**config.mk**
```make
export PLATFORM = sky130hd
export DESIGN_NAME = led_port_flat
export DESIGN_NICKNAME = d
export VERILOG_FILES = /design/src/logic/soc_fabric_pkg.sv /design/src/logic/mem_bus_if.sv /design/src/logic/led_port.sv /design/src/flat_wrapper.sv
export SDC_FILE = /design/constraint.sdc
export NUM_CORES = 1
export LEC_CHECK = 0
export ABC_AREA = 1
export BUFFER_PORTS_ARGS = -buffer_cell sky130_fd_sc_hd__buf_4
export CORE_UTILIZATION = 25
export CTS_BUF_LIST = sky130_fd_sc_hd__clkbuf_8
export DETAILED_ROUTE_END_ITERATION = 16
export PLACE_DENSITY = 0.95
export SYNTH_ARGS = -nofsm -noshare
export SYNTH_HDL_FRONTEND = slang
export SYNTH_SLANG_ARGS = --single-unit
```
**constraint.sdc**
```tcl
create_clock -name clk -period 2.3 [get_ports clk]
set_clock_uncertainty 0.1 [all_clocks]
set_input_delay 0.115 -clock clk [delete_from_list [all_inputs] [get_ports clk]]
set_output_delay 0.115 -clock clk [all_outputs]
set_load 0.005 [all_outputs]
```
**src/logic/soc_fabric_pkg.sv**
```systemverilog
package soc_fabric_pkg;

  typedef logic [31:0] addr_t;
  typedef logic [31:0] data_t;
  // All zero means a read
  typedef logic [3:0]  strb_t;
  typedef logic [11:0] word_idx_t;
  typedef logic [1:0]  bank_sel_t;
  typedef logic [3:0]  led_t;

  // Memory map
  localparam addr_t TEXT_BASE   = 32'h0000_0000;
  localparam addr_t HEAP_BASE   = 32'h0001_0000;
  localparam addr_t REGION_SIZE = 32'h0001_0000;
  localparam addr_t LED_ADDR    = 32'h8000_0000;

  // RAM geometry, 4 banks x 4096 words x 4 bytes = 64 KB
  localparam int NUM_BANKS  = 4;
  localparam int BANK_WORDS = 4096;

  typedef enum logic {
    OWN_CPU,
    OWN_DMA
  } heap_owner_e;

endpackage

```
**src/logic/mem_bus_if.sv**
```systemverilog
`timescale 1ns/1ps

interface mem_bus_if;
  import soc_fabric_pkg::*;

  logic  valid;
  addr_t addr;
  data_t wdata;
  strb_t wstrb;
  logic  ready;
  // Valid in the ready cycle only
  data_t rdata;

  modport requester (
    output valid,
    output addr,
    output wdata,
    output wstrb,
    input  ready,
    input  rdata
  );

  modport responder (
    input  valid,
    input  addr,
    input  wdata,
    input  wstrb,
    output ready,
    output rdata
  );

endinterface

```
**src/logic/led_port.sv**
```systemverilog
`timescale 1ns/1ps

module led_port (
  input  logic                 clk,
  input  logic                 resetn,
  mem_bus_if.responder         bus,
  output soc_fabric_pkg::led_t led
);
  import soc_fabric_pkg::*;

  led_t led_q;
  logic ready_q;

  always_ff @(posedge clk) begin
    if (!resetn) begin
      led_q   <= '0;
      ready_q <= 1'b0;
    end else begin
      ready_q <= bus.valid && !ready_q;
      // Latched on the handshake edge, so led moves the cycle after ready
      if (bus.valid && ready_q && (|bus.wstrb)) begin
        led_q <= bus.wdata[$bits(led_t)-1:0];
      end
    end
  end

  assign bus.ready = ready_q;
  assign bus.rdata = data_t'(led_q);
  assign led       = led_q;

endmodule

```
**src/flat_wrapper.sv**
```systemverilog
// flat-port wrapper written by rule: the top's interface ports become plain ports
module led_port_flat import soc_fabric_pkg::*;
  (clk, resetn, led, bus_valid, bus_addr, bus_wdata, bus_wstrb, bus_ready, bus_rdata);
  mem_bus_if bus_i ();
  input  logic clk;
  input  logic resetn;
  output soc_fabric_pkg::led_t led;
  input wire logic [$bits(bus_i.valid)-1:0] bus_valid;
  input wire logic [$bits(bus_i.addr)-1:0] bus_addr;
  input wire logic [$bits(bus_i.wdata)-1:0] bus_wdata;
  input wire logic [$bits(bus_i.wstrb)-1:0] bus_wstrb;
  output wire logic [$bits(bus_i.ready)-1:0] bus_ready;
  output wire logic [$bits(bus_i.rdata)-1:0] bus_rdata;
  assign bus_i.valid = bus_valid;
  assign bus_i.addr = bus_addr;
  assign bus_i.wdata = bus_wdata;
  assign bus_i.wstrb = bus_wstrb;
  assign bus_ready = bus_i.ready;
  assign bus_rdata = bus_i.rdata;
  led_port u_core (.clk(clk), .resetn(resetn), .bus(bus_i), .led(led));
endmodule
```
### Word level (Yosys, flattened, before mapping)

Cells that the tools add are included.

* reduce and logical (&&, ||, !) cells: 5

Operators by type and width (number)
* 4-bit OR reduction: 1
* 1-bit logical AND: 3
* 1-bit logical NOT: 1

* logic and storage cells: 7
* flip-flop bits (word level): 5
* output and inout bits: 37

### Longest topological paths before layout

Gate-level depths: netlist of the first run.

* depth in word-level cells: 2
* gate-level depth with buffers: 5
* mapped depth without buffers: 5

### Worst setup path before layout of the first run

Ideal clock, no wire load.

* path type: register -> register
* start point: register u_core.ready_q (netlist: u_core.bus.ready)
* end point: register u_core.led_q[0] (netlist: u_core.led[0])
* setup slack: 1.424 ns
* clock period less this slack: 0.876 ns
* arrival: 0.661 ns
* stages on the path, launching flop included: 6
* data required time: 2.085 ns
* cells stage by stage: dfxtp_1 -> nand2_1 -> inv_2 -> nand3_1 -> nand2_1 -> nor2_1

* longest elaborated chain between the ends: 2

Ends and longest elaborated chain
* from (decl): RTL line led_port.sv:12 `logic ready_q;`
* from (signal assigned): RTL line led_port.sv:19 `ready_q <= bus.valid && !ready_q;`
* 1-bit logical AND (2 in a row): RTL line led_port.sv:21 `if (bus.valid && ready_q && (|bus.wstrb)) begin`
* to (signal assigned): RTL line led_port.sv:22 `led_q <= bus.wdata[$bits(led_t)-1:0];`
* to (decl): RTL line led_port.sv:11 `led_t led_q;`

No other way between the ends.
A chain may end at the register's enable or synchronous reset.

### Worst setup path after layout of the first run

* start point: register u_core.ready_q (netlist: u_core.bus.ready)
* end point: register u_core.led_q[2] (netlist: u_core.led[2])

The elaborated chain is that of the path after synthesis.

==> impl_metrics.py, run 1 <==
metrics = {
    "layout": {
        "fin_util": 0.3145,
        "multi_input_comb_area_sq_um": 205.2,
        "syn_to_final_growth_pct": 17.30,
        "final-seq-area_sq_um": 100.1,
        "n_fill_cell": 195,
        "diodes": 0,
        "drive_gt1_frac": 0.3133,
        "nets": 155,
    },
    "place": {
        "port-buffer-count": 19,
        "post-place-ws_ns": 1.370,
        "gp_congestion": 0.7397,
    },
    "sta": {
        "fin_crit_ns": 0.9256,
        "setup_violations": 0,
        "hold_viol_final": 0,
        "final.period_utilization": 0.4024,
        "tns_ns": 0,
        "holdWs_ns": 0.02927,
        "worst_slack_ns": 1.374,
        "rsz0062_at_grt": "false",
        "clock.fmax_ghz": 1.080,
        "slew_violations": 0,
    },
    "critical_path": {
        "crit_chain": "nand2_1, inv_2, nand3_1, nand2_1, nor2_1",
        "max_stage_delay_ns": 0.34,
        "required_ns": 2.31,
        "cp.buffers_inverters": 1,
        "cpMostUsedCell": "nand2_1",
        "worstPathArrival_ns": 0.94,
        "crit_slowest_cell": "dfxtp_1",
        "path_max_fanout": 8,
        "critPathLaunchType": "flip-flop",
        "path_class": "reg2reg",
        "critPathTopFamily": "flip-flops",
        "cp-end-kind": "flip-flop",
        "rrSetupSlack_ns": 1.37,
    },
    "logic_synthesis": {
        "async_flop_share": 0,
        "synth_top_area_share": 0.5189,
        "syn_area_sq_um": 462.9,
        "synthesis.instances": 65,
        "postSynthAreaPerCell_sq_um": 7.122,
        "synth_seq_area_share": 0.2162,
        "yosys.area.top_type": "buf_4",
        "synth_cell_types": 11,
        "netlist_top_cells_area": "buf_4 52%, dfxtp_1 22%, nand2_1 4.9%, a21oi_1 4.3%, nand3_1 4.3%",
        "synth-edff-count": 0,
        "yosysWarnings": 0,
        "synth-seq-cells": 5,
        "ys.flop_type": "dfxtp_1",
        "synth_common_cells": "32 x buf_4, 6 x nand2_1, 5 x dfxtp_1, 5 x nor2_1",
        "synth.most_common_cell": "buf_4",
    },
    "global_route": {
        "track_usage": 0.06639,
        "grt_pass1_wl_microns": 972,
        "antenna_found_initial": 0,
        "grt_pass1_vias": 251,
        "grt_max_degree": 9,
        "grt_overflow": 0,
    },
    "power_and_ir_drop": {
        "internal-power_mw": 0.2313,
        "fin_total_pwr_mw": 0.3023,
        "power.share.clock": 0.517,
        "switchingPower_mw": 0.07098,
        "p_comb_frac": 0.168,
        "power_density_nw_per_um2": 556.8,
        "power_leakage_nw": 0.3219,
        "ir_worst_vdd_mv": 0.2450,
        "p_seq_frac": 0.315,
        "switching_share": 0.2348,
    },
    "die": {
        "start_util": 0.2681,
        "die_area_sq_um": 2028,
        "die_y_microns": 45.03,
        "io_pins": 108,
        "dieWidth_microns": 45.03,
        "num_rows": 15,
        "core_sq_um": 1727,
    },
    "clocking": {
        "root_buffer": "clkbuf_8",
        "clk_pin_slew_worst_paths_ns": 0.04,
        "postCtsSetupBuffers": 0,
        "numClockSinks": 5,
        "cts_hold_buffers": 0,
        "postCtsResizedCells": 0,
        "clock_path_buffers": 2,
        "numCtsBuffers": 3,
        "htree_levels": 1,
        "cts_tree": "built",
        "clk_latency_ns": 0.22,
    },
    "detailed_routing": {
        "wl_met3_microns": 74,
        "via_per_inst": 3.102,
        "wl_met2_microns": 279,
        "first_pass_iters": 2,
        "drtAntennaViolNets": 0,
        "route.detailed.drc": 0,
        "top_layer_used": "met3",
        "routed_wl_microns": 638,
        "vias": 335,
        "drt_iter0_drc": 1,
        "wl_per_cell_microns": 5.907,
        "drt-met1-wl_microns": 284,
    },
    "flow_run": {
        "maxCapViolCount": 0,
    },
    "outcome": {
        "status": "finished, final reports clean",
    },
    "worst_hold_path": {
        "hold_class": "in2reg",
    },
}
-- per-stage QoR --
stage               instances  area [sq um]
finish                    108         543.0
global route              108         543.0
CTS                       108         543.0
detailed placement        104         498.0
global placement          104         498.0
floorplan                  92         564.3
-- worst paths after layout --
path                       to  cells after the start             start
max             u_core.led[2]                      5  u_core.bus.ready
min          u_core.bus.ready                      3         bus_valid
max reg2reg     u_core.led[2]                      5  u_core.bus.ready
min reg2reg  u_core.bus.ready                      1  u_core.bus.ready
-- area by class of cell --
class,count,share of cell area
multi-input cells,50,0.3779
repair buffers,19,0.2627
inverters,5,0.03456
well taps,25,0.05760
flip-flops and latches,5,0.1843
clock buffers,3,0.07604
clock inverters,1,0.006912
-- kinds of logic (layout without fill, tap and decap cells) --
family | after synthesis | after routing | share of synthesized area
buffers and inverters | 37 | 28 | 0.5594
and+or+nand+nor | 18 | 18 | 0.1730
DFF | 5 | 5 | 0.2162
AOI/OAI and AO/OA | 4 | 4 | 0.04324
other | 1 | 28 | 0.008100
-- sequential cells by signal, summed over array words and instances (netlist names) --
signal            flops
u_core.bus.ready      1
u_core.led            4
-- power by group through the flow --
| stage | clock network [mW] | logic, mW | registers, mW |
|---|---|---|---|
| floorplan | 0 | 0.0619 | 0.0963 |
| finish | 0.156 | 0.0509 | 0.0952 |
| detailed placement | 0 | 0.0506 | 0.0967 |
| global route | 0.166 | 0.0592 | 0.0959 |
| CTS | 0.161 | 0.0506 | 0.0955 |
| global placement | 0 | 0.0501 | 0.0969 |
-- tightest hold or removal path: cells and delay by family --
kind	cells	cell delay, ns
buf+inv	1	0.08
simple gates	2	0.11
-- placed cells by master (no fill, tap or decap) --
cell       n
buf_4     19
nor2_1     5
conb_1    28
clkbuf_8   3
nand3_1    4
dfxtp_1    5
inv_1      5
inv_2      1
nand2_1    6
nand2_2    1
a21oi_1    4
nor2_2     2
-- metal layers --
metal / GRT usage / vias to the layer above
met5: 0 / -
met2: 0.1043 / 32
li1: - / 175
met1: 0.07561 / 128
met3: 0.02800 / 0
met4: 0.03636 / 0
(Power assumes the default switching activity.)
==> run 2: changes to the inputs <==
Settings changed: CORE_UTILIZATION 25 to 21, PLACE_DENSITY 0.95 to 0.86.
Clock period 2.3 ns to 0.8 ns, I/O delays scaled along.
==> impl_metrics.py, run 2 (synthesis gave the netlist of run 1 again) <==
metrics = {
    "layout": {
        "largest_reg_flops": 4,
        "mostFrequentLayoutCells": "28 x conb_1, 10 x buf_4, 10 x buf_6, 5 x inv_1, 5 x nor2_1",
        "drive_gt1_frac": 0.4941,
        "multi_input_comb_area_sq_um": 245.2,
        "syn_to_final_growth_pct": 42.43,
        "diodes": 0,
        "mostFrequentLayoutCell": "conb_1",
        "n_fill_cell": 233,
        "nets": 157,
        "final-seq-area_sq_um": 111.4,
    },
    "die": {
        "die_y_microns": 48.95,
        "die_area_sq_um": 2396,
        "start_util": 0.2290,
        "num_rows": 16,
        "io_pins": 108,
        "dieWidth_microns": 48.95,
        "core_sq_um": 2022,
    },
    "sta": {
        "final.period_utilization": 1.111,
        "fin_crit_ns": 0.8891,
        "setup_violations": 13,
        "hold_viol_final": 5,
        "worst_slack_ns": -0.08908,
        "slew_violations": 0,
        "rsz0062_at_grt": "true",
        "holdWs_ns": -0.01944,
        "clock.fmax_ghz": 1.125,
    },
    "detailed_routing": {
        "wl_met2_microns": 402,
        "route.detailed.drc": 0,
        "wl_met3_microns": 91,
        "drt_iter0_drc": 2,
        "wl_per_cell_microns": 7.223,
        "vias": 365,
        "via_per_inst": 3.259,
        "drt-met1-wl_microns": 306,
        "drtAntennaViolNets": 0,
        "top_layer_used": "met4",
        "routed_wl_microns": 809,
        "first_pass_iters": 2,
    },
    "critical_path": {
        "worstPathArrival_ns": 0.75,
        "ff2ff_path_depth": 4,
        "cp-end-kind": "output pin",
        "path_class": "reg2out",
        "rr_startpoint": "u_core.bus.ready",
        "critPathLaunchType": "flip-flop",
        "required_ns": 0.66,
        "critPathLaunch": "u_core.bus.ready",
        "path_max_fanout": 2,
    },
    "clocking": {
        "cts_hold_buffers": 1,
        "htree_levels": 1,
        "clk_latency_ns": 0.22,
        "clock_path_buffers": 2,
        "numClockSinks": 5,
        "cts_tree": "built",
        "root_buffer": "clkbuf_8",
        "postCtsSetupBuffers": 0,
        "numCtsBuffers": 3,
        "clk_pin_slew_worst_paths_ns": 0.04,
    },
    "power_and_ir_drop": {
        "power_leakage_nw": 0.3564,
        "power_density_nw_per_um2": 1393,
        "ir_worst_vdd_mv": 0.6403,
        "fin_total_pwr_mw": 0.9184,
    },
    "worst_hold_path": {
        "min_path_cells": 3,
        "hold_class": "in2reg",
        "hold_start": "resetn",
    },
    "place": {
        "post-place-ws_ns": -0.07997,
        "port-buffer-count": 19,
        "gp_congestion": 0.6431,
        "hpwl_microns": 592.4,
    },
    "global_route": {
        "grt_max_degree": 9,
        "grt_pass1_vias": 317,
        "antenna_found_initial": 0,
        "grt_overflow": 0,
        "grt_pass1_wl_microns": 1283,
        "track_usage": 0.07642,
    },
    "flow_run": {
        "maxCapViolCount": 0,
    },
    "outcome": {
        "status": "finished, violations left",
        "violations": "hold timing, setup timing",
    },
}
==> run 2: cell count changes in the layout (fill, tap and decap cells not counted), moves of 3 or more <==
| cell | delta |
|---|---|
| nand3_1 | -4 |
| a21oi_2 | +4 |
| dfxtp_2 | +3 |
| dfxtp_1 | -5 |
| a21oi_1 | -4 |
| buf_6 | +10 |
| nand3_2 | +4 |
| buf_4 | -9 |
==> run 2: power by group <==
group / internal, mW / switching (mW)
Combinational: 0.101 / 0.0872
Sequential: 0.262 / 0.0152
Clock: 0.329 / 0.124
==> run 2: final timing paths <==
| check | to | slack [ns] |
|---|---|---|
| worst max-delay path | bus_ready | -0.09 |
| worst min-delay path | u_core.bus.ready | -0.02 |
| worst max register to register | u_core.led[2] | -0.09 |
| worst min register to register | u_core.bus.ready | 0.40 |
==> run 2: worst max-delay path: stages, from the launching register on <==
cell	delay (ns)
dfxtp_2	0.32
buf_6	0.11
buf_6	0.10
==> run 2: final cells by class <==
| class | count | share of cell area |
|---|---|---|
| Clock buffer | 3 | 0.06262 |
| Clock inverter | 1 | 0.005693 |
| Inverter | 5 | 0.03605 |
| Multi-Input combinational cell | 50 | 0.3719 |
| Sequential cell | 5 | 0.1689 |
| Tap cell | 27 | 0.05123 |
| Timing Repair Buffer | 21 | 0.3036 |
==> run 2: timing repair <==
item	4_1_cts	5_1_grt
hold endpoints to repair	5	4
resized for setup	22	7
setup endpoints to repair	13	14
pin swaps	0	5
==> run 2: metrics by stage <==
| stage | instance area (sq um) | std cells | util | setup TNS (ns) |
|---|---|---|---|---|
| after floorplan | 565.5 | 92 | - | -0.1816 |
| after global placement | 509.2 | 107 | 0.2519 | -0.2155 |
| after detailed placement | 509.2 | 107 | 0.2519 | -0.3042 |
| after CTS | 638.1 | 112 | 0.3156 | -0.5980 |
| after global routing | 659.4 | 112 | 0.3261 | -0.9833 |
| final | 659.4 | 112 | 0.3261 | -0.5251 |
==> run 2: metal layers <==
| layer | global-route usage | up-vias |
|---|---|---|
| met1 | 0.07707 | 153 |
| met2 | 0.1181 | 33 |
| met3 | 0.03115 | 2 |
| met4 | 0.07353 | 0 |
| met5 | 0 | - |
| li1 | - | 177 |
