===== src/logic/soc_fabric_pkg.sv =====
package soc_fabric_pkg;

  typedef logic [31:0] addr_t;
  typedef logic [31:0] data_t;
  // All zero means a read
  typedef logic [3:0]  strb_t;
  typedef logic [11:0] word_idx_t;
  typedef logic [1:0]  bank_sel_t;
  typedef logic [3:0]  led_t;

  // Memory map
  localparam addr_t TEXT_BASE   = 32'h0000_0000;
  localparam addr_t HEAP_BASE   = 32'h0001_0000;
  localparam addr_t REGION_SIZE = 32'h0001_0000;
  localparam addr_t LED_ADDR    = 32'h8000_0000;

  // RAM geometry, 4 banks x 4096 words x 4 bytes = 64 KB
  localparam int NUM_BANKS  = 4;
  localparam int BANK_WORDS = 4096;

  typedef enum logic {
    OWN_CPU,
    OWN_DMA
  } heap_owner_e;

endpackage


===== src/logic/mem_bus_if.sv =====
`timescale 1ns/1ps

interface mem_bus_if;
  import soc_fabric_pkg::*;

  logic  valid;
  addr_t addr;
  data_t wdata;
  strb_t wstrb;
  logic  ready;
  // Valid in the ready cycle only
  data_t rdata;

  modport requester (
    output valid,
    output addr,
    output wdata,
    output wstrb,
    input  ready,
    input  rdata
  );

  modport responder (
    input  valid,
    input  addr,
    input  wdata,
    input  wstrb,
    output ready,
    output rdata
  );

endinterface


===== src/logic/bus_ctrl.sv =====
`timescale 1ns/1ps

module bus_ctrl (
  input  logic                  clk,
  input  logic                  resetn,
  input  logic                  cpu_valid,
  input  soc_fabric_pkg::addr_t cpu_addr,
  input  soc_fabric_pkg::data_t cpu_wdata,
  input  soc_fabric_pkg::strb_t cpu_wstrb,
  output logic                  cpu_ready,
  output soc_fabric_pkg::data_t cpu_rdata,
  input  logic                  dma_bus_req,
  output logic                  dma_bus_grant,
  input  logic                  dma_valid,
  input  soc_fabric_pkg::addr_t dma_addr,
  input  soc_fabric_pkg::data_t dma_wdata,
  input  soc_fabric_pkg::strb_t dma_wstrb,
  output logic                  dma_ready,
  output soc_fabric_pkg::data_t dma_rdata,
  mem_bus_if.requester          text_bus,
  mem_bus_if.requester          heap_bus,
  mem_bus_if.requester          led_bus
);
  import soc_fabric_pkg::*;

  logic        hit_text;
  logic        hit_heap;
  logic        hit_led;
  logic        hit_none;
  logic        cpu_heap_req;
  logic        cpu_heap_busy;
  logic        unmapped_ready;
  heap_owner_e owner_q;

  // Offsets wrap below the base, so one unsigned compare covers both ends
  assign hit_text = cpu_valid && (addr_t'(cpu_addr - TEXT_BASE) < REGION_SIZE);
  assign hit_heap = cpu_valid && (addr_t'(cpu_addr - HEAP_BASE) < REGION_SIZE);
  assign hit_led  = cpu_valid && (cpu_addr == LED_ADDR);
  assign hit_none = cpu_valid && !hit_text && !hit_heap && !hit_led;

  assign dma_bus_grant = (owner_q == OWN_DMA);
  assign cpu_heap_req  = hit_heap && !dma_bus_grant;

  always_ff @(posedge clk) begin
    if (!resetn) begin
      owner_q        <= OWN_CPU;
      cpu_heap_busy  <= 1'b0;
      unmapped_ready <= 1'b0;
    end else begin
      case (owner_q)
        OWN_CPU: begin
          // Hand over only between CPU transfers
          if (dma_bus_req && !cpu_heap_req && !cpu_heap_busy) begin
            owner_q <= OWN_DMA;
          end
        end
        OWN_DMA: begin
          if (!dma_bus_req) begin
            owner_q <= OWN_CPU;
          end
        end
      endcase
      cpu_heap_busy  <= cpu_heap_req && !heap_bus.ready;
      unmapped_ready <= hit_none && !unmapped_ready;
    end
  end

  assign text_bus.valid = hit_text;
  assign text_bus.addr  = cpu_addr;
  assign text_bus.wdata = cpu_wdata;
  assign text_bus.wstrb = cpu_wstrb;

  assign led_bus.valid = hit_led;
  assign led_bus.addr  = cpu_addr;
  assign led_bus.wdata = cpu_wdata;
  assign led_bus.wstrb = cpu_wstrb;

  // Heap port follows the owner
  always_comb begin
    if (dma_bus_grant) begin
      heap_bus.valid = dma_valid;
      heap_bus.addr  = dma_addr;
      heap_bus.wdata = dma_wdata;
      heap_bus.wstrb = dma_wstrb;
    end else begin
      heap_bus.valid = cpu_heap_req;
      heap_bus.addr  = cpu_addr;
      heap_bus.wdata = cpu_wdata;
      heap_bus.wstrb = cpu_wstrb;
    end
  end

  always_comb begin
    cpu_ready = 1'b0;
    cpu_rdata = '0;
    if (hit_text) begin
      cpu_ready = text_bus.ready;
      cpu_rdata = text_bus.rdata;
    end else if (hit_heap) begin
      cpu_ready = cpu_heap_req && heap_bus.ready;
      cpu_rdata = heap_bus.rdata;
    end else if (hit_led) begin
      cpu_ready = led_bus.ready;
      cpu_rdata = led_bus.rdata;
    end else if (hit_none) begin
      cpu_ready = unmapped_ready;
    end
  end

  assign dma_ready = dma_bus_grant && heap_bus.ready;
  assign dma_rdata = dma_bus_grant ? heap_bus.rdata : '0;

  // Heap RAM must be idle when ownership moves to the DMA
  a_grant_heap_idle : assert property (@(posedge clk) disable iff (!resetn)
    $rose(dma_bus_grant) |-> !heap_bus.ready);

  // A DMA transfer lasts at least two cycles, all of them under the grant
  a_dma_ready_granted : assert property (@(posedge clk) disable iff (!resetn)
    dma_ready |-> $past(dma_bus_grant));

endmodule


===== src/flat_wrapper.sv =====
// flat-port wrapper written by rule: the top's interface ports become plain ports
module bus_ctrl_flat import soc_fabric_pkg::*;
  (clk, resetn, cpu_valid, cpu_addr, cpu_wdata, cpu_wstrb, cpu_ready, cpu_rdata, dma_bus_req, dma_bus_grant, dma_valid, dma_addr, dma_wdata, dma_wstrb, dma_ready, dma_rdata, text_bus_valid, text_bus_addr, text_bus_wdata, text_bus_wstrb, text_bus_ready, text_bus_rdata, heap_bus_valid, heap_bus_addr, heap_bus_wdata, heap_bus_wstrb, heap_bus_ready, heap_bus_rdata, led_bus_valid, led_bus_addr, led_bus_wdata, led_bus_wstrb, led_bus_ready, led_bus_rdata);
  mem_bus_if text_bus_i ();
  mem_bus_if heap_bus_i ();
  mem_bus_if led_bus_i ();
  input  logic clk;
  input  logic resetn;
  input  logic cpu_valid;
  input  soc_fabric_pkg::addr_t cpu_addr;
  input  soc_fabric_pkg::data_t cpu_wdata;
  input  soc_fabric_pkg::strb_t cpu_wstrb;
  output logic cpu_ready;
  output soc_fabric_pkg::data_t cpu_rdata;
  input  logic dma_bus_req;
  output logic dma_bus_grant;
  input  logic dma_valid;
  input  soc_fabric_pkg::addr_t dma_addr;
  input  soc_fabric_pkg::data_t dma_wdata;
  input  soc_fabric_pkg::strb_t dma_wstrb;
  output logic dma_ready;
  output soc_fabric_pkg::data_t dma_rdata;
  output wire logic [$bits(text_bus_i.valid)-1:0] text_bus_valid;
  output wire logic [$bits(text_bus_i.addr)-1:0] text_bus_addr;
  output wire logic [$bits(text_bus_i.wdata)-1:0] text_bus_wdata;
  output wire logic [$bits(text_bus_i.wstrb)-1:0] text_bus_wstrb;
  input wire logic [$bits(text_bus_i.ready)-1:0] text_bus_ready;
  input wire logic [$bits(text_bus_i.rdata)-1:0] text_bus_rdata;
  output wire logic [$bits(heap_bus_i.valid)-1:0] heap_bus_valid;
  output wire logic [$bits(heap_bus_i.addr)-1:0] heap_bus_addr;
  output wire logic [$bits(heap_bus_i.wdata)-1:0] heap_bus_wdata;
  output wire logic [$bits(heap_bus_i.wstrb)-1:0] heap_bus_wstrb;
  input wire logic [$bits(heap_bus_i.ready)-1:0] heap_bus_ready;
  input wire logic [$bits(heap_bus_i.rdata)-1:0] heap_bus_rdata;
  output wire logic [$bits(led_bus_i.valid)-1:0] led_bus_valid;
  output wire logic [$bits(led_bus_i.addr)-1:0] led_bus_addr;
  output wire logic [$bits(led_bus_i.wdata)-1:0] led_bus_wdata;
  output wire logic [$bits(led_bus_i.wstrb)-1:0] led_bus_wstrb;
  input wire logic [$bits(led_bus_i.ready)-1:0] led_bus_ready;
  input wire logic [$bits(led_bus_i.rdata)-1:0] led_bus_rdata;
  assign text_bus_valid = text_bus_i.valid;
  assign text_bus_addr = text_bus_i.addr;
  assign text_bus_wdata = text_bus_i.wdata;
  assign text_bus_wstrb = text_bus_i.wstrb;
  assign text_bus_i.ready = text_bus_ready;
  assign text_bus_i.rdata = text_bus_rdata;
  assign heap_bus_valid = heap_bus_i.valid;
  assign heap_bus_addr = heap_bus_i.addr;
  assign heap_bus_wdata = heap_bus_i.wdata;
  assign heap_bus_wstrb = heap_bus_i.wstrb;
  assign heap_bus_i.ready = heap_bus_ready;
  assign heap_bus_i.rdata = heap_bus_rdata;
  assign led_bus_valid = led_bus_i.valid;
  assign led_bus_addr = led_bus_i.addr;
  assign led_bus_wdata = led_bus_i.wdata;
  assign led_bus_wstrb = led_bus_i.wstrb;
  assign led_bus_i.ready = led_bus_ready;
  assign led_bus_i.rdata = led_bus_rdata;
  bus_ctrl u_core (.clk(clk), .resetn(resetn), .cpu_valid(cpu_valid), .cpu_addr(cpu_addr), .cpu_wdata(cpu_wdata), .cpu_wstrb(cpu_wstrb), .cpu_ready(cpu_ready), .cpu_rdata(cpu_rdata), .dma_bus_req(dma_bus_req), .dma_bus_grant(dma_bus_grant), .dma_valid(dma_valid), .dma_addr(dma_addr), .dma_wdata(dma_wdata), .dma_wstrb(dma_wstrb), .dma_ready(dma_ready), .dma_rdata(dma_rdata), .text_bus(text_bus_i), .heap_bus(heap_bus_i), .led_bus(led_bus_i));
endmodule

===== config.mk =====
export PLATFORM = sky130hd
export DESIGN_NAME = bus_ctrl_flat
export DESIGN_NICKNAME = d
export VERILOG_FILES = /design/src/logic/soc_fabric_pkg.sv /design/src/logic/mem_bus_if.sv /design/src/logic/bus_ctrl.sv /design/src/flat_wrapper.sv
export SDC_FILE = /design/constraint.sdc
export NUM_CORES = 1
export LEC_CHECK = 0
export ABC_AREA = 1
export CAP_MARGIN = 20
export CORE_AREA = 2 2 201 203
export DETAILED_ROUTE_END_ITERATION = 8
export DIE_AREA = 0 0 203 205
export DONT_BUFFER_PORTS = 1
export PLACE_DENSITY = 0.32
export SLEW_MARGIN = 15
export SYNTH_ARGS = -nofsm -noshare
export SYNTH_HDL_FRONTEND = slang
export SYNTH_SLANG_ARGS = --single-unit

===== constraint.sdc =====
create_clock -name clk -period 1.5 [get_ports clk]
set_input_delay 0.075 -clock clk [delete_from_list [all_inputs] [get_ports clk]]
set_output_delay 0.075 -clock clk [all_outputs]
set_load 0.02 [all_outputs]

---- Word-level counts from Yosys, hierarchy flattened ----
Index checks and enable logic that the tools add are counted.
word-level totals
  bits of input ports ..................... 240
  output and inout port bits .............. 274
  register bits ........................... 3
cells by class
  reductions and logical operators ........ 21
  $lt $le $gt $ge ......................... 2
  muxes and demuxes ....................... 15
  $add $sub $neg .......................... 1
  bitwise operators ....................... 1
  equal/unequal tests ..................... 1
operators with widths
  cell                                                                            count
  32-bit 2-to-1 mux                                                               6
  32-bit by 17-bit less-than comparator with 1-bit output, second input constant  2
  32-bit == test, second input constant                                           1
  32-bit by 17-bit subtractor with 32-bit output, second input constant           1
  1-bit logical AND                                                               13
  1-bit zero test                                                                 8
  1-bit 2-to-1 mux                                                                7
  4-bit 2-to-1 mux                                                                1
  1-bit one-hot mux with 2 select lines                                           1
  1-bit NOT                                                                       1

---- Logic depth before layout (Yosys ltp) ----
Gate-level depths: netlist of the first run.
  depth after elaboration ................. 10
  gate-level depth with buffers ........... 12
  depth with buffers taken out ............ 11

---- Worst setup path after synthesis of the first run ----
OpenSTA, ideal clock, no wires.
  kind .................................... reg-to-output
  start point ............................. register u_core.owner_q, in the netlist u_core.dma_bus_grant
  end point ............................... output heap_bus_wdata[10]
  arrival ................................. 1436 ps
  buffers on the path ..................... 3
  stages on the path, launching flop included .. 6
  data required time ...................... 1425 ps
  setup slack ............................. -11 ps
  path through ............................ dfxtp_1 -> clkbuf_1 -> clkbuf_1 -> clkbuf_1 -> nand2_1 -> nand2_1
on the way
  word-level cells in the longest chain between the ends .. 1
ends and longest elaborated chain
  item                    RTL line            source
  from (decl)             bus_ctrl.sv:33      heap_owner_e owner_q;
  from (signal assigned)  bus_ctrl.sv:46      owner_q <= OWN_CPU;
  from (signal assigned)  bus_ctrl.sv:54      owner_q <= OWN_DMA;
  from (signal assigned)  bus_ctrl.sv:59      owner_q <= OWN_CPU;
  32-bit 2-to-1 mux       bus_ctrl.sv:80      if (dma_bus_grant) begin
  to (decl)               flat_wrapper.sv:31  output wire logic [$bits(heap_bus_i.wdata)-1:0] heap_bus_wdata;
No other way between the ends.

---- Worst setup path after layout of the first run ----
  start point ............................. input cpu_addr[19]
  end point ............................... output cpu_rdata[3]
on the way
  word-level cells in the longest chain between the ends .. 5
ends and longest elaborated chain
  item                                                                                                 RTL line                         source
  from (decl)                                                                                          flat_wrapper.sv:10               input soc_fabric_pkg::addr_t cpu_addr;
  32-bit by 17-bit subtractor with 32-bit output / 32-bit == test (equally long branches)              bus_ctrl.sv:37, bus_ctrl.sv:38
  32-bit by 17-bit less-than comparator with 1-bit output / 1-bit logical AND (equally long branches)  bus_ctrl.sv:37, bus_ctrl.sv:38
  1-bit logical AND / 32-bit 2-to-1 mux (equally long branches)                                        bus_ctrl.sv:37, bus_ctrl.sv:102
  32-bit 2-to-1 mux                                                                                    bus_ctrl.sv:99                   end else if (hit_heap) begin
  32-bit 2-to-1 mux *                                                                                  bus_ctrl.sv:96                   if (hit_text) begin
  to (decl)                                                                                            flat_wrapper.sv:14               output soc_fabric_pkg::data_t cpu_rdata;
Mark *: on every way between the ends. The rest lies on a longest branch, timed or not.

==> flow_summary_export.csv, run 1 <==
group,metric,value,unit
outcome,run_status,"complete, but fails checks",
outcome,failed_checks,"setup timing",
yosys,synth_cells,715,
global_routing,grt_util_all_layers,7.30,%
pwr,worst_ir_drop_vdd,0.000443,V
place,placed_cell_count,1133,
floorplanning,floorplan.rows,73,
setup_path,worst_r2r_endpoint,"u_core.dma_bus_grant",
clock_network,numCtsBuffers,3,
routing,route.detailed.wl_per_inst,15.1,um
setup_path,worst-path-max-fanout,15,
floorplanning,initial_core_util,8.96,%
yosys,synth_top_family_by_area,"simple AND/OR/NAND/NOR gates",
yosys,postSynthNetCount,955,
hold_path,hp-start,"resetn",
routing,firstDrtPassIters,5,
layout,layout.nets,862,
timing,fmax,636,MHz
timing,setup_repair_after_global_routing_missed_its_margin,"yes",
layout,layout_common_cells,"sky130_fd_sc_hd__nand2_1, sky130_fd_sc_hd__inv_1, sky130_fd_sc_hd__buf_4",
setup_path,reg2reg_slack,660,ps
setup_path,worstSetupStartpointType,"primary input",
global_routing,overflow,0,
routing,vias_per_cell,3.37,
run,max-cap-violations,0,
setup_path,setup.worst_path.class,"primary input to primary output",
layout,cell_count_final_fillers_out,1149,
routing,wirelength,17400,um
pwr,cellLeakagePower,2.11,nW
setup_path,kind_of_end_point_of_the_critical_path,"primary output",
place,routabilityCongestion,0.921,
hold_path,worstHoldPathType,"primary input to flip-flop",
yosys,synthSimpleGateAreaFrac,50.2,%
global_routing,first_global_vias,3356,
clock_network,clock_tree_from_tritoncts,"done",
timing,final_period_minus_worst_setup_slack,1570,ps
setup_path,cp_cell_sequence,"nor2_4, nand3_4, nand2_1, nand2_1, nor2_4, nand2_4, buf_12, or2_2, nand2_2, a21oi_2, buf_4",
yosys,ys_seq_area_share,1.70,%
floorplanning,die_area,41600,um^2
yosys,yosysWarningCount,0,
timing,post-route-period-util,105,%
clock_network,cts_buffer_depth,2,
setup_path,cp.required,1420,ps
yosys,netlist_area,3530,um^2
yosys,synth_xor_xnor_area_share,0,%
yosys,netlist_top_cells_area,"sky130_fd_sc_hd__nand2_1, sky130_fd_sc_hd__buf_4, sky130_fd_sc_hd__inv_1, sky130_fd_sc_hd__nor2_1, sky130_fd_sc_hd__a21oi_1",
pwr,power-per-cell-area,286,nW/um^2
routing,detail-route-antenna-nets,0,
clock_network,cts_num_sinks,3,
timing,setup_violations,22,
place,place_hpwl,14600,um
setup_path,reg2reg_from,"u_core.dma_bus_grant",
routing,route.vias.total,3869,
yosys,synth_cell_type_count,25,
timing,finalHoldWorstSlack,10.4,ps
global_routing,largest_net_degree_at_the_start_of_global_routing,56,
floorplanning,design.core.area,39400,um^2
floorplanning,die_h,205,um
timing,setup_slack,-71.3,ps
routing,drc,0,
timing,slew_violations,0,
yosys,synth-compound-area-share,7.88,%
clock_network,clkSlewWorstSetupHoldPaths,30,ps
setup_path,critical_path_arrival,1500,ps
yosys,post_synth_mux_area_share,0,%
timing,totalNegativeSetupSlack,-606,ps
yosys,netlist.top_cell.by_area,"sky130_fd_sc_hd__nand2_1",
yosys,synthDominantCellAreaShare,35.0,%
clock_network,clk_root_buffer_cell,"sky130_fd_sc_hd__clkbuf_16",
global_routing,global_route_wire_length_before_repair,22200,um
floorplanning,design.portCount,514,
layout,post_route_cells_drive_above_1_share,24.0,%
timing,clock_tree_skew_after_final_layout,0.0410,ps
hold_path,worstHoldEndpoint,"u_core.unmapped_ready",
yosys,postSynthRegisterBits,3,
clock_network,h-tree-depth,1,
setup_path,timing.reg2reg.worst_path_depth,4,
floorplanning,die_w,203,um
routing,drt_first_iter_violations,354,
layout,finish.instance_area,4090,um^2
clock_network,clock_latency_at_the_later_pin_of_the_worst_skew_pair,220,ps
timing,report.final.hold_viol_count,0,
global_routing,grt_antenna_before_repair,5,
timing,worst_slew_margin_rel,74.8,%
timing,worst_pin_slew,377,ps
yosys,share_of_synthesized_cell_area_in_full_adder_half_adder_and_majority_cells,0,%
setup_path,critical_path.max_stage_delay,280,ps
place,placed_area,3560,um^2
layout,layout_commonest_cell,"sky130_fd_sc_hd__nand2_1",
place,port-buffer-count,0,
setup_path,cp_slowest_cell,"sky130_fd_sc_hd__or2_2",
pwr,fin_total_pwr,1.17,mW
hold_path,min_delay_path_depth,2,
yosys,synth.avg_cell_area,4.93,um^2
layout,synthToLayoutAreaGrowth,15.9,%
-- sequential cells by signal (all words and copies together) (netlist names) --
| name | flops |
|---|---|
| u_core.unmapped_ready | 1 |
| u_core.dma_bus_grant | 1 |
| u_core.cpu_heap_busy | 1 |
-- worst max-delay path, delay by kind of cell --
family / cells / cell delay (ps)
simple gates: 8 / 1040
buf+inv: 2 / 330
compound gates: 1 / 50
-- metal layers --
metal / track usage, % / wire (um) / vias to the layer above
met5: 0.595 / 33 / -
met4: 2.63 / 528 / 4
met3: 2.02 / 1710 / 25
met2: 11.7 / 7980 / 321
met1: 9.26 / 7140 / 1714
li1: - / - / 1805
-- repair_timing --
action,in CTS,in global routing
pin swaps,1,3
hold buffers,3,0
setup endpoints to repair,35,35
endpoints found under the hold margin,2,0
gates cloned,3,2
buffers inserted,0,1
gates resized for setup,27,52
-- through the flow --
stage                     utilization [%]  setup WS (ps)
after floorplan                         -          -11.3
after global placement               9.05           -308
after detailed placement             9.05           -355
after CTS                            9.75          -99.1
after global routing                 10.4           -178
final                                10.4          -71.3
-- logic make-up (layout without fill, tap and decap cells) --
kind of cell / count (synthesis) / after routing
AO/OA/AOI/OAI: 48 / 48
buffers and inverters: 229 / 135
AND/OR/NAND/NOR: 435 / 435
flip-flops: 3 / 3
other: 0 / 3
-- final cells by class --
| type | instances | area (um^2) |
|---|---|---|
| well taps | 525 | 657 |
| flip-flops and latches | 3 | 63.8 |
| multi-input cells | 483 | 2250 |
| repair buffers | 74 | 798 |
| inverters | 57 | 226 |
| diodes | 3 | 7.51 |
| clock buffers | 4 | 78.8 |
| fillers | 4652 | 35300 |
-- synth_stat cells --
cell                       instances
sky130_fd_sc_hd__a21oi_1          24
sky130_fd_sc_hd__a21oi_2          10
sky130_fd_sc_hd__nand3_2           1
sky130_fd_sc_hd__nand2_1         329
sky130_fd_sc_hd__inv_2             4
sky130_fd_sc_hd__dfxtp_1           3
sky130_fd_sc_hd__or2_1            10
sky130_fd_sc_hd__clkbuf_2          1
sky130_fd_sc_hd__inv_1            53
sky130_fd_sc_hd__or2_0            15
sky130_fd_sc_hd__nor2_1           52
sky130_fd_sc_hd__buf_2             4
sky130_fd_sc_hd__buf_6             2
sky130_fd_sc_hd__nor3_2            1
sky130_fd_sc_hd__nand3_1           7
sky130_fd_sc_hd__o21ai_0          14
sky130_fd_sc_hd__or2_2             7
sky130_fd_sc_hd__nor2_4            1
sky130_fd_sc_hd__clkbuf_1         22
sky130_fd_sc_hd__nor3_1            1
sky130_fd_sc_hd__buf_4           143
sky130_fd_sc_hd__nor2_2            4
sky130_fd_sc_hd__nand2_2           3
sky130_fd_sc_hd__nor4_1            1
sky130_fd_sc_hd__nand4_1           3
-- worst max path at each step --
stage	startpoint	endpoint	slack, ps	depth (start not counted)
after CTS	cpu_addr[19]	cpu_rdata[0]	-100	11
after detailed placement	cpu_addr[3]	cpu_rdata[27]	-360	12
after global placement	cpu_addr[3]	cpu_rdata[27]	-310	12
after floorplan	u_core.dma_bus_grant	heap_bus_wdata[10]	-10	5
final	cpu_addr[19]	cpu_rdata[3]	-70	11
after global routing	cpu_addr[19]	cpu_rdata[3]	-180	11
-- where the power goes --
part	switching, mW	internal, mW
clock network	0.0653	0.350
registers	0.00503	0.0828
logic	0.499	0.168
No activity file was read; power rests on OpenSTA's default activity.
==> inputs of run 2 (changes only) <==
==> constraint.sdc (replaced) <==
create_clock -name clk -period 1.5 [get_ports clk]
set_input_delay 0.15 -clock clk [delete_from_list [all_inputs] [get_ports clk]]
set_output_delay 0.15 -clock clk [all_outputs]
set_load 0.02 [all_outputs]
==> run 2 against run 1 <==
The run still ends with setup timing left. Highest routed layer unchanged. Clock power up 3%. Non-clock buffer count up 25. Largest cell class unchanged. Cell count up 1.9%. Critical endpoint unchanged.
==> flow_summary_export.csv, run 2 (synthesis results as in run 1) <==
group,metric,value,unit
timing,setup_slack,-270,ps
place,placed_cell_count,1151,
timing,final_period_minus_worst_setup_slack,1770,ps
timing,report.final.hold_viol_count,0,
setup_path,setup.worst_path.class,"primary input to primary output",
layout,finish.instance_area,4400,um^2
routing,firstDrtPassIters,5,
layout,layout_commonest_cell,"sky130_fd_sc_hd__nand2_1",
floorplanning,die_w,203,um
place,pre_cts_ws,-842,ps
layout,cell_count_final_fillers_out,1171,
clock_network,clock_latency_at_the_later_pin_of_the_worst_skew_pair,220,ps
timing,setup_repair_after_global_routing_missed_its_margin,"yes",
layout,area_taken_by_flip_flops_and_latches,63.8,um^2
routing,route.detailed.wl_per_inst,16.3,um
global_routing,grt_util_all_layers,7.86,%
global_routing,grt_antenna_before_repair,4,
setup_path,worst-path-max-fanout,46,
clock_network,cts_num_sinks,3,
timing,fmax,565,MHz
timing,setup_violations,34,
clock_network,clk_root_buffer_cell,"sky130_fd_sc_hd__clkbuf_16",
layout,synthToLayoutAreaGrowth,24.8,%
floorplanning,initial_core_util,8.96,%
timing,post-route-period-util,118,%
setup_path,critical_path_arrival,1620,ps
clock_network,clkSlewWorstSetupHoldPaths,30,ps
place,routabilityCongestion,0.940,
global_routing,largest_net_degree_at_the_start_of_global_routing,47,
clock_network,numCtsBuffers,3,
floorplanning,floorplan.rows,73,
layout,post_route_cells_drive_above_1_share,30.0,%
global_routing,global_route_wire_length_before_repair,23700,um
clock_network,h-tree-depth,1,
global_routing,overflow,0,
outcome,failed_checks,"setup timing",
layout,combined_area_of_the_multi_input_logic_cells,2310,um^2
floorplanning,die_area,41600,um^2
floorplanning,design.portCount,514,
place,placed_area,3730,um^2
global_routing,first_global_vias,3598,
pwr,worst_ir_drop_vdd,0.000185,V
routing,route.vias.total,3915,
routing,drc,0,
run,max-cap-violations,0,
place,port-buffer-count,0,
setup_path,worstSetupStartpointType,"primary input",
timing,worst_slew_margin_rel,81.5,%
routing,vias_per_cell,3.34,
floorplanning,die_h,205,um
clock_network,cts_buffer_depth,2,
pwr,cellLeakagePower,2.27,nW
floorplanning,design.core.area,39400,um^2
layout,n_fill_cell,4656,
timing,worst_pin_slew,277,ps
layout,antenna_cells_inserted,0,
routing,detail-route-antenna-nets,0,
timing,clock_tree_skew_after_final_layout,0.549,ps
routing,drt_first_iter_violations,284,
pwr,power-per-cell-area,285,nW/um^2
setup_path,kind_of_end_point_of_the_critical_path,"primary output",
layout,layout_common_cells,"sky130_fd_sc_hd__nand2_1, sky130_fd_sc_hd__buf_4, sky130_fd_sc_hd__inv_1",
place,place_hpwl,14700,um
setup_path,cp.required,1350,ps
clock_network,clock_tree_from_tritoncts,"done",
layout,layout.nets,887,
timing,slew_violations,0,
routing,wirelength,19100,um
timing,finalHoldWorstSlack,74.2,ps
outcome,run_status,"complete, but fails checks",
hold_path,worstHoldPathType,"primary input to flip-flop",
run 2: cell types whose count changed in the layout (fill, tap and decap cells not counted), sizes merged:
cell,delta
buf,+24
clkbuf,+3
diode,-3
dlygate4sd3,-2
clkinvlp,+1
inv,-1
run 2: worst max-delay path: stages:
cell	delay, ps
sky130_fd_sc_hd__nor2_4	130
sky130_fd_sc_hd__nand3_2	80
sky130_fd_sc_hd__nor2_2	110
sky130_fd_sc_hd__nand2_1	90
sky130_fd_sc_hd__nor2_4	190
sky130_fd_sc_hd__nand2_4	90
sky130_fd_sc_hd__buf_12	170
sky130_fd_sc_hd__or2_2	290
sky130_fd_sc_hd__nand2_2	80
sky130_fd_sc_hd__a21oi_2	50
sky130_fd_sc_hd__buf_4	160
run 2: final timing paths:
check	start	to	slack [ps]	cells after the start
hold / removal	resetn	u_core.cpu_heap_busy	70	2
hold reg to reg	u_core.unmapped_ready	u_core.unmapped_ready	430	1
setup reg to reg	u_core.dma_bus_grant	u_core.dma_bus_grant	470	5
setup / recovery	cpu_addr[19]	cpu_rdata[3]	-270	11
run 2: cell type report:
| cell class | count | share of cell area [%] |
|---|---|---|
| clock buffers | 4 | 1.79 |
| multi-input cells | 483 | 52.5 |
| repair buffers | 99 | 24.1 |
| flip-flops and latches | 3 | 1.45 |
| well taps | 525 | 14.9 |
| inverters | 57 | 5.29 |
run 2: what timing repair did:
| item | 4_1_cts | 5_1_grt |
|---|---|---|
| endpoints found under the setup margin | 48 | 75 |
| hold buffers | 1 | 0 |
| pin swaps | 6 | 19 |
| buffers inserted | 4 | 4 |
| endpoints found under the hold margin | 1 | 0 |
| gates cloned | 2 | 5 |
| gates resized for setup | 47 | 52 |
run 2: report_power, final:
| part | switching, mW | total [mW] | internal, mW | leakage [nW] |
|---|---|---|---|---|
| clock network | 0.0755 | 0.427 | 0.351 | 0.0382 |
| logic | 0.525 | 0.738 | 0.213 | 2.21 |
| registers | 0.00712 | 0.0899 | 0.0828 | 0.0253 |
| total | 0.607 | 1.25 | 0.647 | 2.27 |
run 2: layer usage:
metal	wire (um)	share of wire [%]	track usage [%]	vias up
met5	51	0.27	0	-
met4	209	1.1	1.23	8
met3	1960	10	3.20	19
met2	9220	48	13.3	280
met1	7620	40	9.43	1763
li1	-	-	-	1845
run 2: through the flow:
step	total power, mW	utilization (%)	TNS, ps
final	1.25	11.2	-6660
after global routing	1.33	11.2	-11200
after CTS	1.22	10.4	-10090
after detailed placement	0.753	9.47	-26880
after global placement	0.753	9.47	-27370
after floorplan	1.12	-	-411
